$ cat config.mk
export PLATFORM = sky130hd
export DESIGN_NAME = ip_natv_wrapper
export DESIGN_NICKNAME = d
export VERILOG_FILES = /design/src/hw/natv_periph_pkg.sv /design/src/hw/natv_uart.sv /design/src/hw/natv_timer.sv /design/src/hw/ip_natv_wrapper.sv
export SDC_FILE = /design/constraint.sdc
export NUM_CORES = 1
export LEC_CHECK = 0
export ABC_AREA = 1
export BUFFER_PORTS_ARGS = -buffer_cell sky130_fd_sc_hd__buf_2
export CORE_MARGIN = 8
export CORE_UTILIZATION = 60
export CTS_BUF_LIST = sky130_fd_sc_hd__clkbuf_16
export DETAILED_ROUTE_END_ITERATION = 8
export MAX_ROUTING_LAYER = met4
export PLACE_DENSITY = 0.83
export SLEW_MARGIN = 20
export SYNTH_ARGS = -nofsm -noshare
export SYNTH_HDL_FRONTEND = slang
export SYNTH_SLANG_ARGS = --single-unit
$ cat constraint.sdc
create_clock -name clk_i -period 3.71 [get_ports clk_i]
set_clock_uncertainty 0.05 [all_clocks]
set_input_delay 0.371 -clock clk_i [delete_from_list [all_inputs] [get_ports clk_i]]
set_output_delay 0.371 -clock clk_i [all_outputs]
set_load 0.02 [all_outputs]
$ cat src/hw/natv_periph_pkg.sv
// native bus peripheral package: bus, pad and register map types
`default_nettype none

package natv_periph_pkg;

  // one request from the cpu side
  typedef struct packed {
    logic        valid;
    logic [31:0] addr;
    logic [31:0] wdata;
    logic [3:0]  wstrb;
  } natv_req_t;

  typedef struct packed {
    logic [31:0] rdata;
    logic        ready;
  } natv_rsp_t;

  // oeb, pub and pdb are active low at the pad
  typedef struct packed {
    logic [7:0] out;
    logic [7:0] oeb;
    logic [7:0] pub;
    logic [7:0] pdb;
  } gpio_pad_t;

  // offsets within the low 16 address bits
  typedef enum logic [15:0] {
    REG_GPIO_DATA  = 16'h0000,
    REG_GPIO_OEB   = 16'h0004,
    REG_GPIO_PUB   = 16'h0008,
    REG_GPIO_PDB   = 16'h000C,
    REG_UART_DIV   = 16'h1000,
    REG_UART_DAT   = 16'h1004,
    REG_TIM0_CFG   = 16'h2000,
    REG_TIM0_VAL   = 16'h2004,
    REG_TIM0_DAT   = 16'h2008,
    REG_TIM1_CFG   = 16'h3000,
    REG_TIM1_VAL   = 16'h3004,
    REG_TIM1_DAT   = 16'h3008,
    REG_PSRAM_WAIT = 16'h4000,
    REG_PSRAM_CHD  = 16'h4004,
    REG_SPISD_DIV  = 16'h5000
  } natv_reg_e;

  typedef enum logic [1:0] {
    UART_IDLE,
    UART_START,
    UART_DATA,
    UART_STOP
  } uart_state_e;

endpackage

`default_nettype wire

$ cat src/hw/natv_uart.sv
// simple 8N1 uart with a shared baud divider and a one-byte receive buffer
`timescale 1ns/1ps
`default_nettype none

module natv_uart #(
  parameter logic [31:0] DIV_RESET = 32'd16
) (
  input  wire logic        clk_i,
  input  wire logic        rst_n_i,
  input  wire logic        rx_i,
  output logic             tx_o,
  input  wire logic [3:0]  div_we_i,
  input  wire logic        dat_we_i,
  input  wire logic        dat_re_i,
  input  wire logic [31:0] wdata_i,
  output logic [31:0]      div_o,
  output logic [31:0]      dat_o,
  output logic             dat_wait_o,
  output logic             irq_o
);

  logic [31:0] div_q;
  natv_periph_pkg::uart_state_e tx_state_q;
  natv_periph_pkg::uart_state_e rx_state_q;
  logic [31:0] tx_cnt_q;
  logic [31:0] rx_cnt_q;
  logic [2:0]  tx_idx_q;
  logic [2:0]  rx_idx_q;
  logic [7:0]  tx_shift_q;
  logic [7:0]  rx_shift_q;
  logic [7:0]  rx_data_q;
  logic        tx_q;
  logic        rx_valid_q;
  logic [1:0]  rx_sync_q;
  logic        rx_s;
  logic        tx_busy;
  logic        tx_tick;
  logic        rx_tick;
  logic        rx_half;

  assign rx_s       = rx_sync_q[1];
  assign tx_busy    = (tx_state_q != natv_periph_pkg::UART_IDLE);
  // >= keeps the counters bounded if the divider shrinks mid-frame
  assign tx_tick    = (tx_cnt_q >= div_q);
  assign rx_tick    = (rx_cnt_q >= div_q);
  assign rx_half    = (rx_cnt_q >= (div_q >> 1));

  assign tx_o       = tx_q;
  assign div_o      = div_q;
  assign dat_o      = rx_valid_q ? {24'd0, rx_data_q} : 32'hFFFF_FFFF;
  assign dat_wait_o = dat_we_i && tx_busy;
  assign irq_o      = rx_valid_q;

  always_ff @(posedge clk_i or negedge rst_n_i) begin
    if (!rst_n_i) begin
      div_q <= DIV_RESET;
    end else begin
      for (int i = 0; i < 4; i++) begin
        if (div_we_i[i]) begin
          div_q[8*i +: 8] <= wdata_i[8*i +: 8];
        end
      end
    end
  end

  // transmitter
  always_ff @(posedge clk_i or negedge rst_n_i) begin
    if (!rst_n_i) begin
      tx_state_q <= natv_periph_pkg::UART_IDLE;
      tx_cnt_q   <= '0;
      tx_idx_q   <= '0;
      tx_q       <= 1'b1;
    end else begin
      case (tx_state_q)
        natv_periph_pkg::UART_IDLE: begin
          if (dat_we_i) begin
            tx_q       <= 1'b0;
            tx_cnt_q   <= '0;
            tx_state_q <= natv_periph_pkg::UART_START;
          end
        end
        natv_periph_pkg::UART_START: begin
          if (tx_tick) begin
            tx_cnt_q   <= '0;
            tx_idx_q   <= '0;
            tx_q       <= tx_shift_q[0];
            tx_state_q <= natv_periph_pkg::UART_DATA;
          end else begin
            tx_cnt_q <= tx_cnt_q + 32'd1;
          end
        end
        natv_periph_pkg::UART_DATA: begin
          if (tx_tick) begin
            tx_cnt_q <= '0;
            tx_idx_q <= tx_idx_q + 3'd1;
            if (tx_idx_q == 3'd7) begin
              tx_q       <= 1'b1;
              tx_state_q <= natv_periph_pkg::UART_STOP;
            end else begin
              tx_q <= tx_shift_q[0];
            end
          end else begin
            tx_cnt_q <= tx_cnt_q + 32'd1;
          end
        end
        default: begin
          if (tx_tick) begin
            tx_cnt_q   <= '0;
            tx_state_q <= natv_periph_pkg::UART_IDLE;
          end else begin
            tx_cnt_q <= tx_cnt_q + 32'd1;
          end
        end
      endcase
    end
  end

  always_ff @(posedge clk_i) begin
    if (!tx_busy && dat_we_i) begin
      tx_shift_q <= wdata_i[7:0];
    end else if (tx_tick && (tx_state_q == natv_periph_pkg::UART_START ||
                             tx_state_q == natv_periph_pkg::UART_DATA)) begin
      tx_shift_q <= {1'b0, tx_shift_q[7:1]};
    end
  end

  // receiver sampling at bit middles
  always_ff @(posedge clk_i or negedge rst_n_i) begin
    if (!rst_n_i) begin
      rx_sync_q  <= 2'b11;
      rx_state_q <= natv_periph_pkg::UART_IDLE;
      rx_cnt_q   <= '0;
      rx_idx_q   <= '0;
      rx_valid_q <= 1'b0;
    end else begin
      rx_sync_q <= {rx_sync_q[0], rx_i};
      if (rx_state_q == natv_periph_pkg::UART_STOP && rx_tick) begin
        rx_valid_q <= 1'b1;
      end else if (dat_re_i) begin
        rx_valid_q <= 1'b0;
      end
      case (rx_state_q)
        natv_periph_pkg::UART_IDLE: begin
          rx_cnt_q <= '0;
          if (!rx_s) begin
            rx_state_q <= natv_periph_pkg::UART_START;
          end
        end
        natv_periph_pkg::UART_START: begin
          if (rx_half) begin
            rx_cnt_q <= '0;
            rx_idx_q <= '0;
            // a glitch shorter than half a bit is dropped
            rx_state_q <= rx_s ? natv_periph_pkg::UART_IDLE : natv_periph_pkg::UART_DATA;
          end else begin
            rx_cnt_q <= rx_cnt_q + 32'd1;
          end
        end
        natv_periph_pkg::UART_DATA: begin
          if (rx_tick) begin
            rx_cnt_q <= '0;
            rx_idx_q <= rx_idx_q + 3'd1;
            if (rx_idx_q == 3'd7) begin
              rx_state_q <= natv_periph_pkg::UART_STOP;
            end
          end else begin
            rx_cnt_q <= rx_cnt_q + 32'd1;
          end
        end
        default: begin
          if (rx_tick) begin
            rx_cnt_q   <= '0;
            rx_state_q <= natv_periph_pkg::UART_IDLE;
          end else begin
            rx_cnt_q <= rx_cnt_q + 32'd1;
          end
        end
      endcase
    end
  end

  always_ff @(posedge clk_i) begin
    if (rx_state_q == natv_periph_pkg::UART_DATA && rx_tick) begin
      rx_shift_q <= {rx_s, rx_shift_q[7:1]};
    end
    if (rx_state_q == natv_periph_pkg::UART_STOP && rx_tick) begin
      rx_data_q <= rx_shift_q;
    end
  end

endmodule

`default_nettype wire

$ cat src/hw/natv_timer.sv
// 32-bit countdown timer with optional periodic reload and a zero interrupt
`timescale 1ns/1ps
`default_nettype none

module natv_timer (
  input  wire logic        clk_i,
  input  wire logic        rst_n_i,
  input  wire logic        cfg_we_i,
  input  wire logic [3:0]  val_we_i,
  input  wire logic [3:0]  dat_we_i,
  input  wire logic [31:0] wdata_i,
  output logic [31:0]      cfg_o,
  output logic [31:0]      val_o,
  output logic [31:0]      dat_o,
  output logic             irq_o
);

  logic [2:0]  cfg_q;
  logic [31:0] val_q;
  logic [31:0] dat_q;
  logic        cnt_en;
  logic        irq_en;
  logic        periodic;
  logic        at_zero;

  // bit 0 enable, bit 1 irq enable, bit 2 periodic
  assign cnt_en   = cfg_q[0];
  assign irq_en   = cfg_q[1];
  assign periodic = cfg_q[2];
  assign at_zero  = (val_q == 32'd0);

  assign cfg_o = {29'd0, cfg_q};
  assign val_o = val_q;
  assign dat_o = dat_q;
  assign irq_o = irq_en && at_zero;

  always_ff @(posedge clk_i or negedge rst_n_i) begin
    if (!rst_n_i) begin
      cfg_q <= '0;
    end else if (cfg_we_i) begin
      cfg_q <= wdata_i[2:0];
    end
  end

  // reload value
  always_ff @(posedge clk_i or negedge rst_n_i) begin
    if (!rst_n_i) begin
      dat_q <= '0;
    end else begin
      for (int i = 0; i < 4; i++) begin
        if (dat_we_i[i]) begin
          dat_q[8*i +: 8] <= wdata_i[8*i +: 8];
        end
      end
    end
  end

  // a bus write wins over counting in the same cycle
  always_ff @(posedge clk_i or negedge rst_n_i) begin
    if (!rst_n_i) begin
      val_q <= '0;
    end else if (|val_we_i) begin
      for (int i = 0; i < 4; i++) begin
        if (val_we_i[i]) begin
          val_q[8*i +: 8] <= wdata_i[8*i +: 8];
        end
      end
    end else if (cnt_en) begin
      if (!at_zero) begin
        val_q <= val_q - 32'd1;
      end else if (periodic) begin
        val_q <= dat_q;
      end
    end
  end

endmodule

`default_nettype wire

$ cat src/hw/ip_natv_wrapper.sv
// native bus peripheral wrapper: gpio, memory config, uart and two timers
`timescale 1ns/1ps
`default_nettype none

module ip_natv_wrapper #(
  parameter logic [31:0] UART_DIV_RESET = 32'd16
) (
  input  wire logic                        clk_i,
  input  wire logic                        rst_n_i,
  input  wire natv_periph_pkg::natv_req_t  natv_req_i,
  output natv_periph_pkg::natv_rsp_t       natv_rsp_o,
  output natv_periph_pkg::gpio_pad_t       gpio_pad_o,
  input  wire logic [7:0]                  gpio_in_i,
  input  wire logic                        uart_rx_i,
  output logic                             uart_tx_o,
  output logic                             psram_cfg_wait_wr_en_o,
  input  wire logic [4:0]                  psram_cfg_wait_i,
  output logic [4:0]                       psram_cfg_wait_o,
  output logic                             psram_cfg_chd_wr_en_o,
  input  wire logic [2:0]                  psram_cfg_chd_i,
  output logic [2:0]                       psram_cfg_chd_o,
  output logic [1:0]                       spisd_cfg_clkdiv_o,
  output logic [2:0]                       irq_o
);

  logic        ready_d;
  logic        ready_q;
  logic [31:0] rdata_q;
  logic        acc;
  logic        acc_wr;
  logic        acc_rd;
  logic [15:0] offs;
  logic [3:0]  wstrb;
  logic [31:0] wdata;

  logic [7:0]  gpio_out_q;
  logic [7:0]  gpio_oeb_q;
  logic [7:0]  gpio_pub_q;
  logic [7:0]  gpio_pdb_q;
  logic [4:0]  psram_wait_q;
  logic [2:0]  psram_chd_q;
  logic [1:0]  spisd_div_q;

  logic        sel_uart_div;
  logic        sel_uart_dat;
  logic        sel_tim0_cfg;
  logic        sel_tim0_val;
  logic        sel_tim0_dat;
  logic        sel_tim1_cfg;
  logic        sel_tim1_val;
  logic        sel_tim1_dat;
  logic        sel_psram_wait;
  logic        sel_psram_chd;

  logic [31:0] uart_div_rd;
  logic [31:0] uart_dat_rd;
  logic        uart_dat_wait;
  logic [31:0] tim0_cfg_rd;
  logic [31:0] tim0_val_rd;
  logic [31:0] tim0_dat_rd;
  logic [31:0] tim1_cfg_rd;
  logic [31:0] tim1_val_rd;
  logic [31:0] tim1_dat_rd;

  assign offs  = natv_req_i.addr[15:0];
  assign wstrb = natv_req_i.wstrb;
  assign wdata = natv_req_i.wdata;

  // an access is live until its ready cycle
  assign acc    = natv_req_i.valid && !ready_q;
  assign acc_wr = acc && (|wstrb);
  assign acc_rd = acc && !(|wstrb);

  assign sel_uart_div   = acc && (offs == natv_periph_pkg::REG_UART_DIV);
  assign sel_uart_dat   = acc && (offs == natv_periph_pkg::REG_UART_DAT);
  assign sel_tim0_cfg   = acc && (offs == natv_periph_pkg::REG_TIM0_CFG);
  assign sel_tim0_val   = acc && (offs == natv_periph_pkg::REG_TIM0_VAL);
  assign sel_tim0_dat   = acc && (offs == natv_periph_pkg::REG_TIM0_DAT);
  assign sel_tim1_cfg   = acc && (offs == natv_periph_pkg::REG_TIM1_CFG);
  assign sel_tim1_val   = acc && (offs == natv_periph_pkg::REG_TIM1_VAL);
  assign sel_tim1_dat   = acc && (offs == natv_periph_pkg::REG_TIM1_DAT);
  assign sel_psram_wait = acc && (offs == natv_periph_pkg::REG_PSRAM_WAIT);
  assign sel_psram_chd  = acc && (offs == natv_periph_pkg::REG_PSRAM_CHD);

  assign psram_cfg_wait_wr_en_o = sel_psram_wait && wstrb[0];
  assign psram_cfg_chd_wr_en_o  = sel_psram_chd && wstrb[0];
  assign psram_cfg_wait_o       = psram_wait_q;
  assign psram_cfg_chd_o        = psram_chd_q;
  assign spisd_cfg_clkdiv_o     = spisd_div_q;

  assign gpio_pad_o.out = gpio_out_q;
  // pads stay tristated through reset
  assign gpio_pad_o.oeb = {8{~rst_n_i}} | gpio_oeb_q;
  assign gpio_pad_o.pub = gpio_pub_q;
  assign gpio_pad_o.pdb = gpio_pdb_q;

  assign natv_rsp_o.rdata = rdata_q;
  assign natv_rsp_o.ready = ready_q;

  // uart data writes hold off while the transmitter is busy
  assign ready_d = acc && !(sel_uart_dat && uart_dat_wait);

  always_ff @(posedge clk_i or negedge rst_n_i) begin
    if (!rst_n_i) begin
      ready_q <= 1'b0;
    end else begin
      ready_q <= ready_d;
    end
  end

  // local registers
  always_ff @(posedge clk_i or negedge rst_n_i) begin
    if (!rst_n_i) begin
      gpio_out_q   <= '0;
      gpio_oeb_q   <= '1;
      gpio_pub_q   <= '0;
      gpio_pdb_q   <= '0;
      psram_wait_q <= '0;
      psram_chd_q  <= '0;
      spisd_div_q  <= '0;
    end else if (acc_wr && wstrb[0]) begin
      case (offs)
        natv_periph_pkg::REG_GPIO_DATA:  gpio_out_q   <= wdata[7:0];
        natv_periph_pkg::REG_GPIO_OEB:   gpio_oeb_q   <= wdata[7:0];
        natv_periph_pkg::REG_GPIO_PUB:   gpio_pub_q   <= wdata[7:0];
        natv_periph_pkg::REG_GPIO_PDB:   gpio_pdb_q   <= wdata[7:0];
        natv_periph_pkg::REG_PSRAM_WAIT: psram_wait_q <= wdata[4:0];
        natv_periph_pkg::REG_PSRAM_CHD:  psram_chd_q  <= wdata[2:0];
        natv_periph_pkg::REG_SPISD_DIV:  spisd_div_q  <= wdata[1:0];
        default: ;
      endcase
    end
  end

  // read data captured before any write of the same access lands
  always_ff @(posedge clk_i) begin
    if (acc) begin
      case (offs)
        natv_periph_pkg::REG_GPIO_DATA:  rdata_q <= {16'd0, gpio_out_q, gpio_in_i};
        natv_periph_pkg::REG_GPIO_OEB:   rdata_q <= {24'd0, gpio_oeb_q};
        natv_periph_pkg::REG_GPIO_PUB:   rdata_q <= {24'd0, gpio_pub_q};
        natv_periph_pkg::REG_GPIO_PDB:   rdata_q <= {24'd0, gpio_pdb_q};
        natv_periph_pkg::REG_UART_DIV:   rdata_q <= uart_div_rd;
        natv_periph_pkg::REG_UART_DAT:   rdata_q <= uart_dat_rd;
        natv_periph_pkg::REG_TIM0_CFG:   rdata_q <= tim0_cfg_rd;
        natv_periph_pkg::REG_TIM0_VAL:   rdata_q <= tim0_val_rd;
        natv_periph_pkg::REG_TIM0_DAT:   rdata_q <= tim0_dat_rd;
        natv_periph_pkg::REG_TIM1_CFG:   rdata_q <= tim1_cfg_rd;
        natv_periph_pkg::REG_TIM1_VAL:   rdata_q <= tim1_val_rd;
        natv_periph_pkg::REG_TIM1_DAT:   rdata_q <= tim1_dat_rd;
        // live value from the psram controller
        natv_periph_pkg::REG_PSRAM_WAIT: rdata_q <= {27'd0, psram_cfg_wait_i};
        natv_periph_pkg::REG_PSRAM_CHD:  rdata_q <= {29'd0, psram_cfg_chd_i};
        natv_periph_pkg::REG_SPISD_DIV:  rdata_q <= {30'd0, spisd_div_q};
        default:                         rdata_q <= '0;
      endcase
    end
  end

  natv_uart #(
    .DIV_RESET (UART_DIV_RESET)
  ) i_uart (
    .clk_i      (clk_i),
    .rst_n_i    (rst_n_i),
    .rx_i       (uart_rx_i),
    .tx_o       (uart_tx_o),
    .div_we_i   (sel_uart_div ? wstrb : 4'b0000),
    .dat_we_i   (sel_uart_dat && wstrb[0]),
    .dat_re_i   (sel_uart_dat && acc_rd),
    .wdata_i    (wdata),
    .div_o      (uart_div_rd),
    .dat_o      (uart_dat_rd),
    .dat_wait_o (uart_dat_wait),
    .irq_o      (irq_o[0])
  );

  natv_timer i_tim0 (
    .clk_i    (clk_i),
    .rst_n_i  (rst_n_i),
    .cfg_we_i (sel_tim0_cfg && wstrb[0]),
    .val_we_i (sel_tim0_val ? wstrb : 4'b0000),
    .dat_we_i (sel_tim0_dat ? wstrb : 4'b0000),
    .wdata_i  (wdata),
    .cfg_o    (tim0_cfg_rd),
    .val_o    (tim0_val_rd),
    .dat_o    (tim0_dat_rd),
    .irq_o    (irq_o[1])
  );

  natv_timer i_tim1 (
    .clk_i    (clk_i),
    .rst_n_i  (rst_n_i),
    .cfg_we_i (sel_tim1_cfg && wstrb[0]),
    .val_we_i (sel_tim1_val ? wstrb : 4'b0000),
    .dat_we_i (sel_tim1_dat ? wstrb : 4'b0000),
    .wdata_i  (wdata),
    .cfg_o    (tim1_cfg_rd),
    .val_o    (tim1_val_rd),
    .dat_o    (tim1_dat_rd),
    .irq_o    (irq_o[2])
  );

endmodule

`default_nettype wire

==> summary.txt, run 1 <==
Layout
  • Post-layout nets: 3131
  • Share of post-route cells with drive strength above 1: 0.107
  • Sequential cell area: 8880 um^2
  • Area of the multi-input gates: 10700 um^2
  • Area Growth Syn to Fin: 12.0%
  • Fill cells: 2874

Detailed routing
  • Post-route ant nets: 0
  • Routed wire per std cell: 21.5 um
  • WL final: 73600 um
  • Drt via density: 6.08
  • DRT iter0 DRCs: 2345
  • Vias: 20800
  • Number of remaining DRC errors: 0
  • TritonRoute pass-1 iters: 5

CTS
  • CTS resizes: 0
  • CTS root buffer: clkbuf_16
  • CTS buffer count: 39
  • CTS max path bufs: 3
  • CTS sink cnt: 343
  • Htree depth: 2
  • CTS tree: done
  • Clk slew on worst S/H paths: 0.06 ns
  • Post-CTS repair timing setup buffer count: 0
  • Clock Latency Late Sink: 0.58 ns
  • CTS hold repair buffers: 3

Critical path
  • WS Path Type: reg -> out
  • Critical Path Fanout Max: 4
  • CP Capture Type: primary output
  • CP required: 3.29 ns
  • Crit path DAT: 2.81 ns
  • Worst R2R Path Depth: 11
  • Kind of start point of the critical path: flop
  • R2r setup slk: 0.79 ns
  • Worst Setup SP: i_tim1.val_o[10]$_DFFE_PN0P_
  • Worst R2R End: i_uart.tx_shift_q[6]$_DFFE_PP_
  • Reg2reg start: i_uart.div_o[31]$_DFFE_PN0P_

Die
  • Die X: 204 um
  • Initial cell density of the core: 0.611
  • Die area: 41500 um^2
  • Core ar.: 34600 um^2
  • Core Rows: 68
  • Die height: 204 um
  • # IOs: 169

STA
  • Worst slew pin tran: 0.936 ns
  • Count of final setup violators: 0
  • RSZ-0062 raised after global routing: false
  • Hold Vio Cnt, Final: 0
  • Hold WS: 0.0260 ns
  • Period utilization: 0.872
  • Total negative slack: 0 ns
  • Pins Over Slew Limit: 0
  • Tmin final: 3.24 ns
  • Max_slew headroom: 0.376
  • FMAX: 309 MHz

Pwr
  • P_int: 6.48 mW
  • Switching Power: 2.51 mW
  • Clock power share: 0.423
  • Switching share of power: 0.279
  • Power share of the combinational group: 0.115
  • Peak VDD IR: 524 uV
  • Leakage: 11.1 nW
  • Reg power frac: 0.462
  • Power per cell area: 379 nW/um^2

Synth
  • Compound-Gate Fraction of Synth Area: 0.145
  • Cell taking the most area after synthesis: dfrtp_1
  • Post-synth top flop: dfrtp_1
  • EDFF count, synth: 56
  • Register bit total from synthesis: 343
  • Sequential area share after synthesis: 0.420
  • Synthesized net count: 2980
  • Synth top area share: 0.325
  • Simple-Gate Fraction of Synth Area: 0.253
  • Synthesized area: 21200 um^2
  • Avg Cell Area, Syn: 7.61 um^2
  • Synthesis Warnings: 0
  • Largest family of logic cells by synthesized area: simple AND/OR/NAND/NOR gates
  • Synth top area cells: dfrtp_1 (33%), nand2_1 (12%), edfxtp_1 (7.9%)
  • Mapped Cells: 2779
  • Multiplexer area fraction after synthesis: 0.000473
  • XOR/XNOR Fraction of Synth Area: 0.0372
  • Post-Synth Adder-Cell Area: 0.0668
  • Netlist cell types: 53
  • Asr flop ratio synth: 0.837

Place
  • GPL Wtd Cong: 1.07
  • Port bufs: 152
  • Post-DP HPWL: 55900 um

Hold path
  • End of the worst hold path: i_tim1.dat_o[5]$_DFFE_PN0P_
  • Hold path start: natv_req_i[9]
  • WHS Path Cells: 3
  • Hold crit path type: in -> reg

GRT
  • Vias in the first global route: 19900
  • Overflow after GRT: 0
  • GR Util All Layers: 0.359
  • Pin count of the biggest net entering global routing: 112
  • First-pass GRT wire length: 113000 um
  • Antenna violations before repair: 1

Outcome
  • Status: completed

Run
  • Max Cap Violations: 0
-- cells by family (layout without fill, tap and decap cells) --
group / after synthesis / after routing
muxes: 1 / 1
buffers and inverters: 420 / 602
and+or+nand+nor: 1256 / 1256
xor gates and xnor gates: 90 / 90
adders and majority gates: 113 / 113
AOI/OAI and AO/OA: 556 / 556
DFF: 343 / 343
other: 0 / 1
-- power groups by stage --
stage	Clock [mW]	Sequential [mW]	Combinational (mW)
detailed placement	0	4.22	1.00
global placement	0	4.20	0.958
floorplan	0	4.21	0.577
finish	3.80	4.16	1.03
CTS	3.81	4.15	1.01
global route	3.95	4.17	1.13
-- area by class of cell --
cell class / instances / area share
diodes: 1 / 0.000106
clock buffers: 39 / 0.0412
clock inverters: 33 / 0.0109
inverters: 339 / 0.0538
multi-input cells: 2016 / 0.450
flip-flops and latches: 343 / 0.375
well taps: 455 / 0.0240
repair buffers: 191 / 0.0457
-- sequential cells by signal, indices dropped and copies added (netlist names), 5 cells and up --
name and count:
gpio_pub_q 8, i_tim1.dat_o 32, i_tim0.dat_o 32, gpio_oeb_q 8, i_uart.tx_shift_q 8, i_uart.rx_shift_q 8
gpio_pdb_q 8, psram_cfg_wait_o 5, i_tim1.val_o 32, gpio_out_q 8, i_tim0.val_o 32, i_uart.rx_data_q 8
i_uart.div_o 32, i_uart.tx_cnt_q 32, rdata_q 32, i_uart.rx_cnt_q 32
-- layout by cell type (no fill, tap or decap), types with 56 or more instances in the layout --
cell type and count:
edfxtp_1 56, buf_2 151, dfrtp_1 275, nor2_1 291, nand2_1 671, nand3_1 126, inv_1 330, o21ai_0 294
a21oi_1 120, ha_1 113, xor2_1 79
-- Yosys cell counts, types with 12 or more instances --
cell / count
a21oi_1: 120
buf_2: 21
clkbuf_1: 48
dfrtp_1: 275
dfstp_2: 12
edfxtp_1: 56
ha_1: 113
inv_1: 321
inv_2: 14
nand2_1: 671
nand3_1: 126
nand4_1: 52
nor2_1: 292
nor3_1: 51
nor4_1: 15
o2111ai_1: 25
o211ai_1: 16
o21a_1: 13
o21ai_0: 294
o21ai_1: 15
o22ai_1: 55
xor2_1: 79
-- metal layers --
layer	vias to the layer above	share of wire	routed length, um	GRT usage
met5	-	0	0	-
met4	0	0.049	3590	0.158
met3	217	0.10	7550	0.0644
met2	1179	0.44	32200	0.535
met1	9829	0.41	30200	0.477
li1	9535	-	-	-
-- worst max path at each step --
stage / endpoint / slack [ns] / depth (start not counted)
4_1_cts: irq_o[2] / 0.63 / 6
3_3_place_gp: i_tim1.val_o[25]$_DFFE_PN0P_ / 0.90 / 13
5_1_grt: irq_o[2] / 0.51 / 7
2_1_floorplan: i_uart.tx_shift_q[4]$_DFFE_PP_ / 0.71 / 9
6_report: irq_o[2] / 0.47 / 6
3_5_place_dp: i_tim1.val_o[30]$_DFFE_PN0P_ / 0.82 / 13
-- through the flow --
step	cell area, um^2	std cells	util	power, mW	setup slack (ns)
after detailed placement	22400	3341	0.648	5.22	0.824
after global routing	23700	3417	0.684	9.26	0.512
final	23700	3417	0.684	8.99	0.474
after CTS	23700	3416	0.684	8.98	0.634
after floorplan	21200	2779	-	4.79	0.713
after global placement	22400	3341	0.648	5.16	0.896
-- worst max-delay path, cell delays in order, from the launching register on --
cell	delay [ns]
dfrtp_1	0.41
nor2_1	0.22
nand2_1	0.23
nor4_1	0.52
nand3_1	0.45
nor2_1	0.21
buf_2	0.20
Note: power is estimated with default switching activity, not from simulation.
==> inputs of run 2 (changes only) <==
--- a/config.mk
+++ b/config.mk
@@ -12,8 +12,10 @@
 export CTS_BUF_LIST = sky130_fd_sc_hd__clkbuf_16
 export DETAILED_ROUTE_END_ITERATION = 8
 export MAX_ROUTING_LAYER = met4
-export PLACE_DENSITY = 0.83
+export PLACE_DENSITY = 0.82
+export SETUP_SLACK_MARGIN = 0.2
 export SLEW_MARGIN = 20
 export SYNTH_ARGS = -nofsm -noshare
 export SYNTH_HDL_FRONTEND = slang
+export SYNTH_HIERARCHICAL = 1
 export SYNTH_SLANG_ARGS = --single-unit
==> run 2 against run 1 <==
  * Maximum frequency increased by 1.3%
  * Sequential cell count unchanged
  * Via count increased by 10%
  * Non-clock buffer count decreased by 1
  * Core utilization decreased by 2.5 points
  * First-iteration DRC count decreased by 6.0%
  * Die area increased by 13%
  * Sequential share of layout area decreased by 3.6 points
  * Synthesized cell count increased by 25%
  * Register-to-register slack got worse by 0.26 ns
  * Critical endpoint unchanged
  * Largest cell class unchanged
  * Largest power group unchanged
==> summary.txt, run 2 <==
Synth
  • EDFF count, synth: 56
  • Post-synth top flop: dfrtp_1
  • Synth top area share: 0.285
  • Most common cell in the netlist: nand2_1
  • Sequential area share after synthesis: 0.368
  • Post-synth top cells: nand2_1 (1267), nor2_1 (451), inv_1 (330), dfrtp_1 (275), nand3_1 (222)
  • Mapped Cells: 3470
  • Netlist cell types: 50
  • Synth top area cells: dfrtp_1 (29%), nand2_1 (20%), nor2_1 (7.0%)
  • Avg Cell Area, Syn: 6.95 um^2
  • Register bit total from synthesis: 343
  • Synthesis Warnings: 6
  • Cell taking the most area after synthesis: dfrtp_1
  • Synthesized area: 24100 um^2
  • Asr flop ratio synth: 0.837

Pwr
  • Total power: 9.41 mW
  • Power per cell area: 359 nW/um^2
  • Leakage: 14.1 nW
  • Peak VDD IR: 596 uV

CTS
  • Clock Latency Late Sink: 0.57 ns
  • Htree depth: 2
  • CTS sink cnt: 343
  • Clk slew on worst S/H paths: 0.06 ns
  • CTS root buffer: clkbuf_16
  • CTS buffer count: 40
  • CTS max path bufs: 3
  • CTS tree: done

Detailed routing
  • Post-route ant nets: 0
  • WL final: 73400 um
  • Number of remaining DRC errors: 0
  • Drt via density: 5.51
  • TritonRoute pass-1 iters: 6
  • Vias: 22800
  • Routed wire per std cell: 17.7 um
  • DRT iter0 DRCs: 2204

STA
  • Tmin final: 3.19 ns
  • Worst slew pin tran: 1.11 ns
  • FMAX: 313 MHz
  • Period utilization: 0.861
  • RSZ-0062 raised after global routing: false
  • Setup WS post-layout: 0.516 ns
  • Pins Over Slew Limit: 0
  • Hold Vio Cnt, Final: 0
  • Max_slew headroom: 0.258
  • Count of final setup violators: 0
  • Total negative slack: 0 ns
  • Hold WS: 0.0730 ns

GRT
  • Pin count of the biggest net entering global routing: 102
  • Global routing usage on met3: 0.0581
  • Vias in the first global route: 21400
  • Antenna violations before repair: 2
  • First-pass GRT wire length: 115000 um
  • GR Util met1: 0.395
  • GRT Max-Usage Layer: met2
  • GR Util All Layers: 0.315
  • Overflow after GRT: 0
  • Met2 Use GR: 0.498

Layout
  • Most common cell after layout, fill and taps aside: nand2_1
  • Fin util: 0.659
  • Sequential cell area: 8880 um^2
  • Post-layout nets: 3785
  • Commonest non-fill, non-tap cells in the layout: nand2_1 (1266), nor2_1 (451), inv_1 (337), dfrtp_1 (275), nand3_1 (222)
  • Area Growth Syn to Fin: 8.66%
  • Area of the multi-input gates: 13000 um^2
  • Share of post-route cells with drive strength above 1: 0.112
  • Fill cells: 3581

Critical path
  • Kind of start point of the critical path: flop
  • CP required: 3.29 ns
  • Critical Path Fanout Max: 19
  • WS Path Type: reg -> out
  • CP Capture Type: primary output
  • Crit path DAT: 2.77 ns

Run
  • Max Cap Violations: 0

Die
  • Core ar.: 39700 um^2
  • Initial cell density of the core: 0.607
  • # IOs: 169
  • Core Rows: 73
  • Die area: 46800 um^2
  • Die X: 216 um
  • Die height: 216 um

Hold path
  • Hold crit path type: in -> reg

Place
  • Place WS: 0.252 ns
  • GPL Wtd Cong: 1.01
  • Post-DP HPWL: 54600 um
  • Port bufs: 152

Outcome
  • Status: completed
-- run 2: cell count changes after synthesis, sizes merged, moves of 39 or more --
cell	previous run	this run
a21oi	120	72
nand3	129	233
xor2	79	38
nand2	679	1287
o22ai	55	16
o21ai	312	171
buf	33	147
nor2	309	493
-- run 2: what timing repair did --
action,in CTS,in global routing
endpoints found under the hold margin,80,0
gates resized for setup,0,1
setup buffers,0,0
setup endpoints to repair,0,6
hold buffers,2,0
-- run 2: cell type report --
type,instances,area share
Antenna cell,3,0.000287
Clock buffer,42,0.0401
Clock inverter,32,0.00879
Inverter,352,0.0506
Multi-Input combinational cell,2661,0.495
Sequential cell,343,0.339
Tap cell,525,0.0251
Timing Repair Buffer,190,0.0415
-- run 2: worst paths after layout --
check	startpoint	slack [ns]	cells after the start	endpoint
min in group asynchronous	rst_n_i	0.38	2	psram_cfg_wait_o[0]$_DFFE_PN0P_
hold / removal	natv_req_i[35]	0.07	3	i_tim1/dat_o[31]$_DFFE_PN0P_
max in group asynchronous	rst_n_i	2.18	3	i_uart/div_o[28]$_DFFE_PN0P_
hold reg to reg	i_uart/rx_sync_q[0]$_DFF_PN1_	0.31	0	i_uart/rx_sync_q[1]$_DFF_PN1_
setup / recovery	i_tim1/val_o[4]$_DFFE_PN0P_	0.52	6	irq_o[2]
setup reg to reg	ready_q$_DFF_PN0_	0.53	12	i_tim1/val_o[26]$_DFFE_PN0P_
-- run 2: metrics by stage --
step,std cells,area [um^2]
floorplan,3526,24300
global placement,4069,24900
detailed placement,4069,24900
CTS,4145,26200
global route,4147,26200
finish,4148,26200
-- run 2: cell families (layout without fill, tap and decap cells) --
family                   count (synthesis)  in the layout  synth area share
other                                    2             61          0.000312
AO/OA/AOI/OAI                          278            278            0.0630
AND/OR/NAND/NOR                       2130           2130             0.375
XOR/XNOR                                60             60            0.0218
flip-flops                             343            343             0.368
adder cells (fa/ha/maj)                109            109            0.0566
multiplexers                            26             26            0.0121
buffers and inverters                  522            616             0.103
-- run 2: report_power, final --
part | switching (mW) | internal, mW
Combinational | 0.839 | 0.398
Clock | 1.66 | 2.26
Sequential | 0.254 | 4.01
-- run 2: layer usage --
layer / vias to the layer above / wire (um) / part of all wire
met5: - / 0 / 0
met4: 0 / 3290 / 0.045
met3: 192 / 6900 / 0.094
met2: 1017 / 34000 / 0.46
met1: 10500 / 29200 / 0.40
li1: 11100 / - / -
-- run 2: critical path, stage by stage, from the launching register on --
cell     delay [ns]
dfrtp_1        0.48
nor2_1         0.19
nand2_1        0.23
nor2_2         0.35
nand4_4        0.41
nor2_1         0.32
buf_2          0.22
